<file path="src/pd_defines.svh">
// ==============================
// PID codes, device address,
// command codes and block sizes
// ==============================
`ifndef PD_DEFINES_SVH
`define PD_DEFINES_SVH

// Low nibble is the PID, high nibble its complement
`define PD_PID_IN        8'b0110_1001
`define PD_PID_OUT       8'b1110_0001
`define PD_PID_DATA0     8'b1100_0011
`define PD_PID_DATA1     8'b0100_1011

`define PD_DEV_ADDR      7'b1100001   // Bits 7:1 of the address byte

`define PD_CMD_INTERRUPT 8'h00
`define PD_CMD_HASH      8'h01

`define PD_HALF_BYTES    16
`define PD_BLOCK_BYTES   32

`endif

</file>
<file path="src/pd_pkg.sv">
// ==============================
// Packet decoder types, states
// and bundled signals
// ==============================
`include "pd_defines.svh"

package pd_pkg;

	typedef logic [7:0] byte_t;
	typedef logic [6:0] dev_addr_t;
	typedef logic [$clog2(`PD_BLOCK_BYTES)-1:0] byte_idx_t;
	typedef logic [`PD_BLOCK_BYTES*8-1:0] block_t;   // Byte 0 in the low bits

	typedef enum logic [3:0] {
		IDLE, READ_PID, WAIT_ADDR, CHECK_ADDR, IN_EOP_WAIT, HOST_READY,
		OUT_EOP_WAIT, WAIT_CMD, CHECK_CMD, HALF_WAIT, HALF_WRITE,
		BLOCK_DONE, ERROR, DRAIN
	} pd_state_t;

	typedef struct packed {
		logic  valid;
		logic  eop;    // Own strobe, valid is low with it
		byte_t data;
	} rx_byte_t;

	typedef struct packed {
		logic host_ready;
		logic p_error;
		logic quit_hash;
		logic new_block;
	} pd_status_t;

	typedef struct packed {
		logic      en;
		byte_idx_t idx;
		byte_t     data;
	} wr_byte_t;

	typedef struct packed {
		logic   req;
		block_t data;
	} blk_out_t;

endpackage

</file>
<file path="src/pd_block_store.sv">
// ==============================
// Block register and four-phase
// req/ack output handshake
// ==============================
`timescale 1ns/1ps

module pd_block_store (
	input  logic              clk,
	input  logic              n_rst,
	input  pd_pkg::wr_byte_t  i_wr,
	input  logic              i_blk_done,
	input  logic              i_ack,
	output pd_pkg::blk_out_t  o_blk,
	output logic              o_busy
);
	import pd_pkg::*;

	typedef enum logic [1:0] {HS_IDLE, HS_REQ, HS_WAIT_ACK_LOW} hs_state_t;

	hs_state_t hs_q, hs_d;
	block_t    blk_q;

	always_ff @(posedge clk) begin
		if (i_wr.en)
			blk_q[{i_wr.idx, 3'b000} +: 8] <= i_wr.data;
	end

	always_comb begin
		hs_d = hs_q;
		case (hs_q)
			HS_IDLE:         if (i_blk_done) hs_d = HS_REQ;
			HS_REQ:          if (i_ack) hs_d = HS_WAIT_ACK_LOW;
			HS_WAIT_ACK_LOW: if (!i_ack) hs_d = HS_IDLE;   // Core closes the transfer
			default:         hs_d = HS_IDLE;
		endcase
	end

	always_ff @(posedge clk, negedge n_rst) begin
		if (!n_rst)
			hs_q <= HS_IDLE;
		else
			hs_q <= hs_d;
	end

	assign o_blk.req  = (hs_q == HS_REQ);
	assign o_blk.data = blk_q;
	assign o_busy     = (hs_q != HS_IDLE);

	a_data_held: assert property (@(posedge clk) disable iff (!n_rst)
		o_blk.req |=> !o_blk.req || $stable(o_blk.data));

endmodule

</file>
<file path="src/pd_byte_counter.sv">
// ==============================
// Payload byte counter
// ==============================
`timescale 1ns/1ps
`include "pd_defines.svh"

module pd_byte_counter (
	input  logic               clk,
	input  logic               n_rst,
	input  logic               i_cnt_up,
	input  logic               i_cnt_clr,
	output pd_pkg::byte_idx_t  o_cnt,
	output logic               o_last
);
	import pd_pkg::*;

	byte_idx_t cnt_d;

	assign o_last = (o_cnt == byte_idx_t'(`PD_HALF_BYTES - 1));

	always_comb begin
		cnt_d = o_cnt;
		if (i_cnt_clr)
			cnt_d = '0;
		else if (i_cnt_up)
			cnt_d = o_last ? '0 : o_cnt + byte_idx_t'(1);   // Wrap after a half-block
	end

	always_ff @(posedge clk, negedge n_rst) begin
		if (!n_rst)
			o_cnt <= '0;
		else
			o_cnt <= cnt_d;
	end

	a_cnt_range: assert property (@(posedge clk) disable iff (!n_rst)
		o_cnt <= byte_idx_t'(`PD_HALF_BYTES - 1));

endmodule

</file>
<file path="src/pd_controller.sv">
// ==============================
// Packet decoding FSM with the
// armed address flag
// ==============================
`timescale 1ns/1ps
`include "pd_defines.svh"

module pd_controller (
	input  logic                clk,
	input  logic                n_rst,
	input  pd_pkg::rx_byte_t    i_rx,
	input  logic                i_last,
	input  pd_pkg::byte_idx_t   i_cnt,
	input  logic                i_busy,
	output pd_pkg::pd_status_t  o_status,
	output logic                o_cnt_up,
	output logic                o_cnt_clr,
	output pd_pkg::wr_byte_t    o_wr,
	output logic                o_blk_done
);
	import pd_pkg::*;

	pd_state_t state_q, state_d;
	pd_state_t drain_to;
	logic      armed_q, armed_d;
	logic      tok_out_q, tok_out_d;   // Token in flight is OUT
	logic      half1_q, half1_d;       // First half of the block written
	logic      half2_q, half2_d;       // Current packet is DATA1
	logic      pid_ok;
	byte_t     data_q;
	dev_addr_t addr;

	assign pid_ok    = (i_rx.data[3:0] == ~i_rx.data[7:4]);
	assign drain_to  = i_rx.eop ? IDLE : DRAIN;
	assign addr      = data_q[7:1];
	assign o_cnt_clr = (state_q == READ_PID);   // Every packet starts at zero

	always_ff @(posedge clk) begin
		if (i_rx.valid)
			data_q <= i_rx.data;
	end

	always_ff @(posedge clk, negedge n_rst) begin
		if (!n_rst) begin
			state_q   <= IDLE;
			armed_q   <= 1'b0;
			tok_out_q <= 1'b0;
			half1_q   <= 1'b0;
			half2_q   <= 1'b0;
		end else begin
			state_q   <= state_d;
			armed_q   <= armed_d;
			tok_out_q <= tok_out_d;
			half1_q   <= half1_d;
			half2_q   <= half2_d;
		end
	end

	always_comb begin
		state_d    = state_q;
		armed_d    = armed_q;
		tok_out_d  = tok_out_q;
		half1_d    = half1_q;
		half2_d    = half2_q;
		o_status   = '0;
		o_cnt_up   = 1'b0;
		o_blk_done = 1'b0;
		o_wr.en    = 1'b0;
		o_wr.data  = data_q;
		o_wr.idx   = half2_q ? i_cnt + byte_idx_t'(`PD_HALF_BYTES) : i_cnt;
		case (state_q)
			IDLE: begin
				if (i_rx.valid)
					state_d = pid_ok ? READ_PID : ERROR;
			end
			READ_PID: begin
				tok_out_d = (data_q == `PD_PID_OUT);
				half2_d   = (data_q == `PD_PID_DATA1);
				case (data_q)
					`PD_PID_IN, `PD_PID_OUT: state_d = WAIT_ADDR;
					`PD_PID_DATA0: state_d = armed_q ? WAIT_CMD : drain_to;
					`PD_PID_DATA1: state_d = (armed_q && half1_q) ? HALF_WAIT : drain_to;
					default: state_d = drain_to;
				endcase
			end
			WAIT_ADDR: begin
				if (i_rx.valid)
					state_d = CHECK_ADDR;
				else if (i_rx.eop)
					state_d = IDLE;
			end
			CHECK_ADDR: begin
				if (addr != `PD_DEV_ADDR) begin
					state_d = drain_to;
				end else if (tok_out_q) begin
					armed_d = 1'b1;
					state_d = i_rx.eop ? IDLE : OUT_EOP_WAIT;
				end else begin
					state_d = i_rx.eop ? HOST_READY : IN_EOP_WAIT;
				end
			end
			IN_EOP_WAIT: begin
				if (i_rx.eop)
					state_d = HOST_READY;
			end
			HOST_READY: begin
				o_status.host_ready = 1'b1;
				state_d = IDLE;
			end
			OUT_EOP_WAIT: begin
				if (i_rx.eop)
					state_d = IDLE;
			end
			WAIT_CMD: begin
				if (i_rx.valid)
					state_d = CHECK_CMD;
				else if (i_rx.eop)
					state_d = IDLE;
			end
			CHECK_CMD: begin
				case (data_q)
					`PD_CMD_INTERRUPT: begin
						o_status.quit_hash = 1'b1;
						armed_d = 1'b0;
						half1_d = 1'b0;
						state_d = drain_to;
					end
					`PD_CMD_HASH: begin
						half1_d = 1'b0;
						state_d = i_busy ? ERROR : HALF_WAIT;   // Previous block still pending
					end
					default: state_d = ERROR;
				endcase
			end
			HALF_WAIT: begin
				if (i_rx.valid)
					state_d = HALF_WRITE;
				else if (i_rx.eop)
					state_d = IDLE;
			end
			HALF_WRITE: begin
				o_wr.en  = 1'b1;
				o_cnt_up = 1'b1;
				if (!i_last) begin
					state_d = i_rx.eop ? IDLE : HALF_WAIT;
				end else if (half2_q) begin
					o_blk_done = 1'b1;
					state_d    = BLOCK_DONE;
				end else begin
					half1_d = 1'b1;
					state_d = drain_to;
				end
			end
			BLOCK_DONE: begin
				o_status.new_block = 1'b1;
				armed_d = 1'b0;
				half1_d = 1'b0;
				state_d = drain_to;
			end
			ERROR: begin
				o_status.p_error = 1'b1;
				state_d = drain_to;
			end
			DRAIN: begin
				if (i_rx.eop)
					state_d = IDLE;
			end
			default: state_d = IDLE;
		endcase
	end

	// Store must be idle for any payload write
	a_no_wr_busy: assert property (@(posedge clk) disable iff (!n_rst)
		o_wr.en |-> !i_busy);

	a_one_status: assert property (@(posedge clk) disable iff (!n_rst)
		$onehot0(o_status));

endmodule

</file>
<file path="src/pd_top.sv">
// ==============================
// Packet decoder top level
// ==============================
`timescale 1ns/1ps

module pd_top (
	input  logic                clk,
	input  logic                n_rst,
	input  pd_pkg::rx_byte_t    i_rx,
	input  logic                i_ack,
	output pd_pkg::pd_status_t  o_status,
	output pd_pkg::blk_out_t    o_blk
);
	import pd_pkg::*;

	logic      cnt_up;
	logic      cnt_clr;
	logic      last;
	byte_idx_t cnt;
	wr_byte_t  wr;
	logic      blk_done;
	logic      busy;

	pd_controller u_controller (
		.clk        (clk),
		.n_rst      (n_rst),
		.i_rx       (i_rx),
		.i_last     (last),
		.i_cnt      (cnt),
		.i_busy     (busy),
		.o_status   (o_status),
		.o_cnt_up   (cnt_up),
		.o_cnt_clr  (cnt_clr),
		.o_wr       (wr),
		.o_blk_done (blk_done)
	);

	pd_byte_counter u_byte_counter (
		.clk       (clk),
		.n_rst     (n_rst),
		.i_cnt_up  (cnt_up),
		.i_cnt_clr (cnt_clr),
		.o_cnt     (cnt),
		.o_last    (last)
	);

	pd_block_store u_block_store (
		.clk        (clk),
		.n_rst      (n_rst),
		.i_wr       (wr),
		.i_blk_done (blk_done),
		.i_ack      (i_ack),
		.o_blk      (o_blk),
		.o_busy     (busy)
	);

endmodule

</file>
<file path="config.mk">
export PLATFORM = sky130hd
export DESIGN_NAME = pd_top
export DESIGN_NICKNAME = d
export VERILOG_FILES = /design/src/pd_pkg.sv /design/src/pd_block_store.sv /design/src/pd_byte_counter.sv /design/src/pd_controller.sv /design/src/pd_top.sv
export VERILOG_INCLUDE_DIRS = /design/src
export SDC_FILE = /design/constraint.sdc
export NUM_CORES = 1
export LEC_CHECK = 0
export ABC_AREA = 1
export BUFFER_PORTS_ARGS = -buffer_cell sky130_fd_sc_hd__buf_2
export CORE_MARGIN = 4
export CORE_UTILIZATION = 45
export CTS_BUF_LIST = sky130_fd_sc_hd__clkbuf_8
export CTS_CLUSTER_DIAMETER = 60
export CTS_CLUSTER_SIZE = 40
export DETAILED_ROUTE_END_ITERATION = 10
export PLACE_DENSITY = 0.83
export SYNTH_ARGS = -nofsm -noshare
export SYNTH_HDL_FRONTEND = slang
export SYNTH_HIERARCHICAL = 1
export SYNTH_SLANG_ARGS = --single-unit
</file>
<file path="constraint.sdc">
create_clock -name clk -period 2.8 [get_ports clk]
set_clock_uncertainty 0.15 [all_clocks]
set_input_delay 0 -clock clk [delete_from_list [all_inputs] [get_ports clk]]
set_output_delay 0 -clock clk [all_outputs]
set_load 0.01 [all_outputs]
</file>
==> impl_metrics.csv <==
group,metric,value,unit
yosys,postSynthAreaPerCell,10.8,um2
timing,finalSetupViolations,0,
global_route,antenna_found_initial,0,
yosys,synth_top_cell_by_area,"edfxtp_1",
yosys,post-synth-top-count-cell,"nor2_1",
yosys,synth_seq_cells,279,
timing,slew_headroom,0.473,
timing,rsz0062_at_grt,"false",
critical_path,cp.required,2970,ps
critical_path,critPathTopFamily,"simple AND/OR/NAND/NOR gates",
yosys,yosysSeqAreaShare,0.686,
critical_path,crit_type,"flip-flop to flip-flop",
placed_design,dp_hpwl,26500,um
global_route,track_usage,0.229,
route,wire_per_inst,19.9,um
critical_path,crit_path_frequent_cell,"nor2_1",
global_route,grt_use_met2,0.401,
floorplanning,dieHeight,172,um
yosys,synthFlopType,"edfxtp_1",
global_route,grt_pass1_wl,51800,um
clock_tree,cts_tree,"yes",
critical_path,reg2regPathDepth,9,
timing,hold_violations,0,
placed_design,gp_congestion,0.966,
route,route.detailed.drc,0,
route,vias,9496,
yosys,synthesis.instances,1124,
floorplanning,start_util,0.461,
critical_path,path_buf_inv,3,
outcome,status,"finished clean",
critical_path,crit_chain,"inv_1, ha_1, nand2_2, nand2_4, clkinv_2, nor2_1, nand2_1, nor2_1, buf_4",
floorplanning,dieArea,0.0296,mm2
power,peakVddDrop,0.000531,V
critical_path,crit_slowest_cell,"dfrtp_1",
yosys,synth_cell_type_count,37,
power,power.density,671,mW/mm2
yosys,synth_commonest_cells,"nor2_1 (322), edfxtp_1 (264), nand2_1 (166)",
clock_tree,max-clock-path-buffers,3,
route,drtIter0Drc,1234,
finish,antenna_cells,0,
timing,finalSetupTns,0,ps
clock_tree,clk_pin_slew_worst_paths,130,ps
route,postRouteAntennaNets,0,
yosys,synth-edff-count,264,
yosys,yosysWarnings,6,
critical_path,critPathLaunchType,"flip-flop",
clock_tree,cts_sinks,279,
finish,syn_to_final_growth,21.3,%
global_route,grt_pass1_vias,8944,
global_route,grt_max_degree,70,
clock_tree,cts_max_level,1,
timing,tightest_slew,787,ps
flow_run,max_cap_violations,0,
floorplanning,die_x,172,um
critical_path,end_kind,"flip-flop",
power,leakagePower,0.00670,uW
route,wl,35300,um
clock_tree,cts-root-buf,"clkbuf_8",
clock_tree,clk_latency,570,ps
clock_tree,numCtsBuffers,21,
floorplanning,ioPinCount,274,
timing,min_period,2610,ps
critical_path,worstPathMaxFanout,21,
timing,fin_crit_sh,0.933,
yosys,synthTopCellsByArea,"edfxtp_1 (65%), nor2_1 (10%), nand2_1 (5.1%), nand3_1 (3.6%), dfrtp_1 (3.1%)",
finish,stdcell_count,1773,
global_route,grt_remaining_overflow,0,
yosys,synth_top_cell_area_share,0.655,
finish,n_fill_cell,2176,
yosys,async_flop_share,0.0538,
timing,final-max-slew-violation-count,0,
critical_path,slowest_delay,390,ps
route,firstDrtPassIters,6,
placed_design,portBuffers,273,
worst_hold_path,min_path_cells,2,
global_route,grtUsageMet1,0.288,
critical_path,cp_num_cells,9,
floorplanning,rows,59,
floorplanning,core_area,0.0263,mm2
timing,fmax,0.383,GHz
global_route,globalRouteMet3Util,0.0375,
finish,nNetsFinal,1441,
yosys,synthesis.area,0.0121,mm2
critical_path,arrival,2780,ps
finish,drive_above_1_share,0.292,
placed_design,place_inst,1721,
yosys,syn_nets,1142,
global_route,top_usage_layer,"met2",
worst_hold_path,hold_class,"input pin to flip-flop",
route,routed_via_density,5.36,
[report_power, final]
group          total, uW  internal [uW]  switching [uW]
combinational       2580            561            2020
clock               2610            975            1630
sequential          4660           4590            76.6
[logic make-up (layout without fill, tap and decap cells)]
kind of cell             after synthesis  in the layout  share of synthesized area
AO/OA/AOI/OAI                         31             31                     0.0146
XOR/XNOR                               1              1                   0.000723
adder cells (fa/ha/maj)                5              5                    0.00517
buffers and inverters                148            462                     0.0549
flip-flops                           279            279                      0.686
AND/OR/NAND/NOR                      660            660                      0.239
[worst register-to-register path, stage by stage, from the launching register on]
cell and delay, ps:
dfrtp_1 390, inv_1 150, ha_1 290, nand2_2 110
nand2_4 190, clkinv_2 310, nor2_1 250, nand2_1 150
nor2_1 180, buf_4 190
[flip-flops by register name, summed over array words and instances, names as in the netlist]
signal,count
u_controller/state_q,4
u_block_store/blk_q,256
u_controller/half2_q,1
u_controller/armed_q,1
u_block_store/hs_q,2
u_controller/half1_q,1
u_controller/tok_out_q,1
u_byte_counter/o_cnt,5
u_controller/data_q,8
[layout make-up]
class / count / area (um2) / area share
multi-input combinational: 697 / 3150 / 0.214
inverter: 90 / 339 / 0.0231
sequential: 279 / 8300 / 0.565
tap: 335 / 419 / 0.0285
timing repair buffer: 334 / 1900 / 0.129
clock inverter: 17 / 287 / 0.0195
clock buffer: 21 / 289 / 0.0197
[per-stage QoR]
| stage | util | cell area [um2] | setup slack (ps) | total power (uW) | hold WS [ps] |
|---|---|---|---|---|---|
| after global placement | 0.531 | 14000 | 261 | 7220 | -216 |
| final | 0.559 | 14700 | 187 | 9850 | 25.4 |
| after floorplan | - | 12100 | 166 | 6640 | -446 |
| after CTS | 0.558 | 14700 | 181 | 9860 | 4.19 |
| after detailed placement | 0.531 | 14000 | 185 | 7280 | -220 |
| after global routing | 0.559 | 14700 | 8.93 | 10300 | 33.8 |
[routing by layer]
| layer | up-vias | wire length (um) |
|---|---|---|
| met5 | - | 0 |
| met4 | 0 | 1450 |
| met3 | 89 | 3490 |
| met2 | 608 | 17700 |
| met1 | 4474 | 12700 |
| li1 | 4325 | - |
[what timing repair did]
action | in CTS | in global routing
buffers inserted | 0 | 0
hold buffers | 14 | 0
gates resized for setup | 0 | 2
setup endpoints to repair | 0 | 25
endpoints found under the hold margin | 37 | 0
[cells in the final DEF, fill, tap and decap left out, drive strengths merged]
cell type    Yosys  layout
a21oi            9       9
nand3b           1       1
nor3            11      11
o2111ai          1       1
o2bb2ai          1       1
o21ai           16      16
clkinv           1      11
and3             1       1
dfrtp           15      15
clkinvlp         0       3
o22ai            1       1
xor2             1       1
ha               5       5
nand2          176     176
nand3           93      93
edfxtp         264     264
dlygate4sd3      0      14
nor2           357     357
nand4           21      21
inv             89      92
a41oi            1       1
o31ai            1       1
o211ai           1       1
buf             49     320
clkbuf           9      21
bufinv           0       1
[path summary, 6_finish.rpt]
check	from	to	slack, ps
hold reg to reg	u_block_store/hs_q[0]	u_block_store/hs_q[1]	320
hold / removal	i_rx[6]	u_controller/data_q[6]	30
setup / recovery	u_byte_counter/o_cnt[0]	u_block_store/blk_q[254]	190
setup reg to reg	u_byte_counter/o_cnt[0]	u_block_store/blk_q[254]	190
min in group asynchronous	n_rst	u_byte_counter/o_cnt[4]	390
max in group asynchronous	n_rst	u_controller/half2_q	1650
Power figures use the tool's default switching activity.
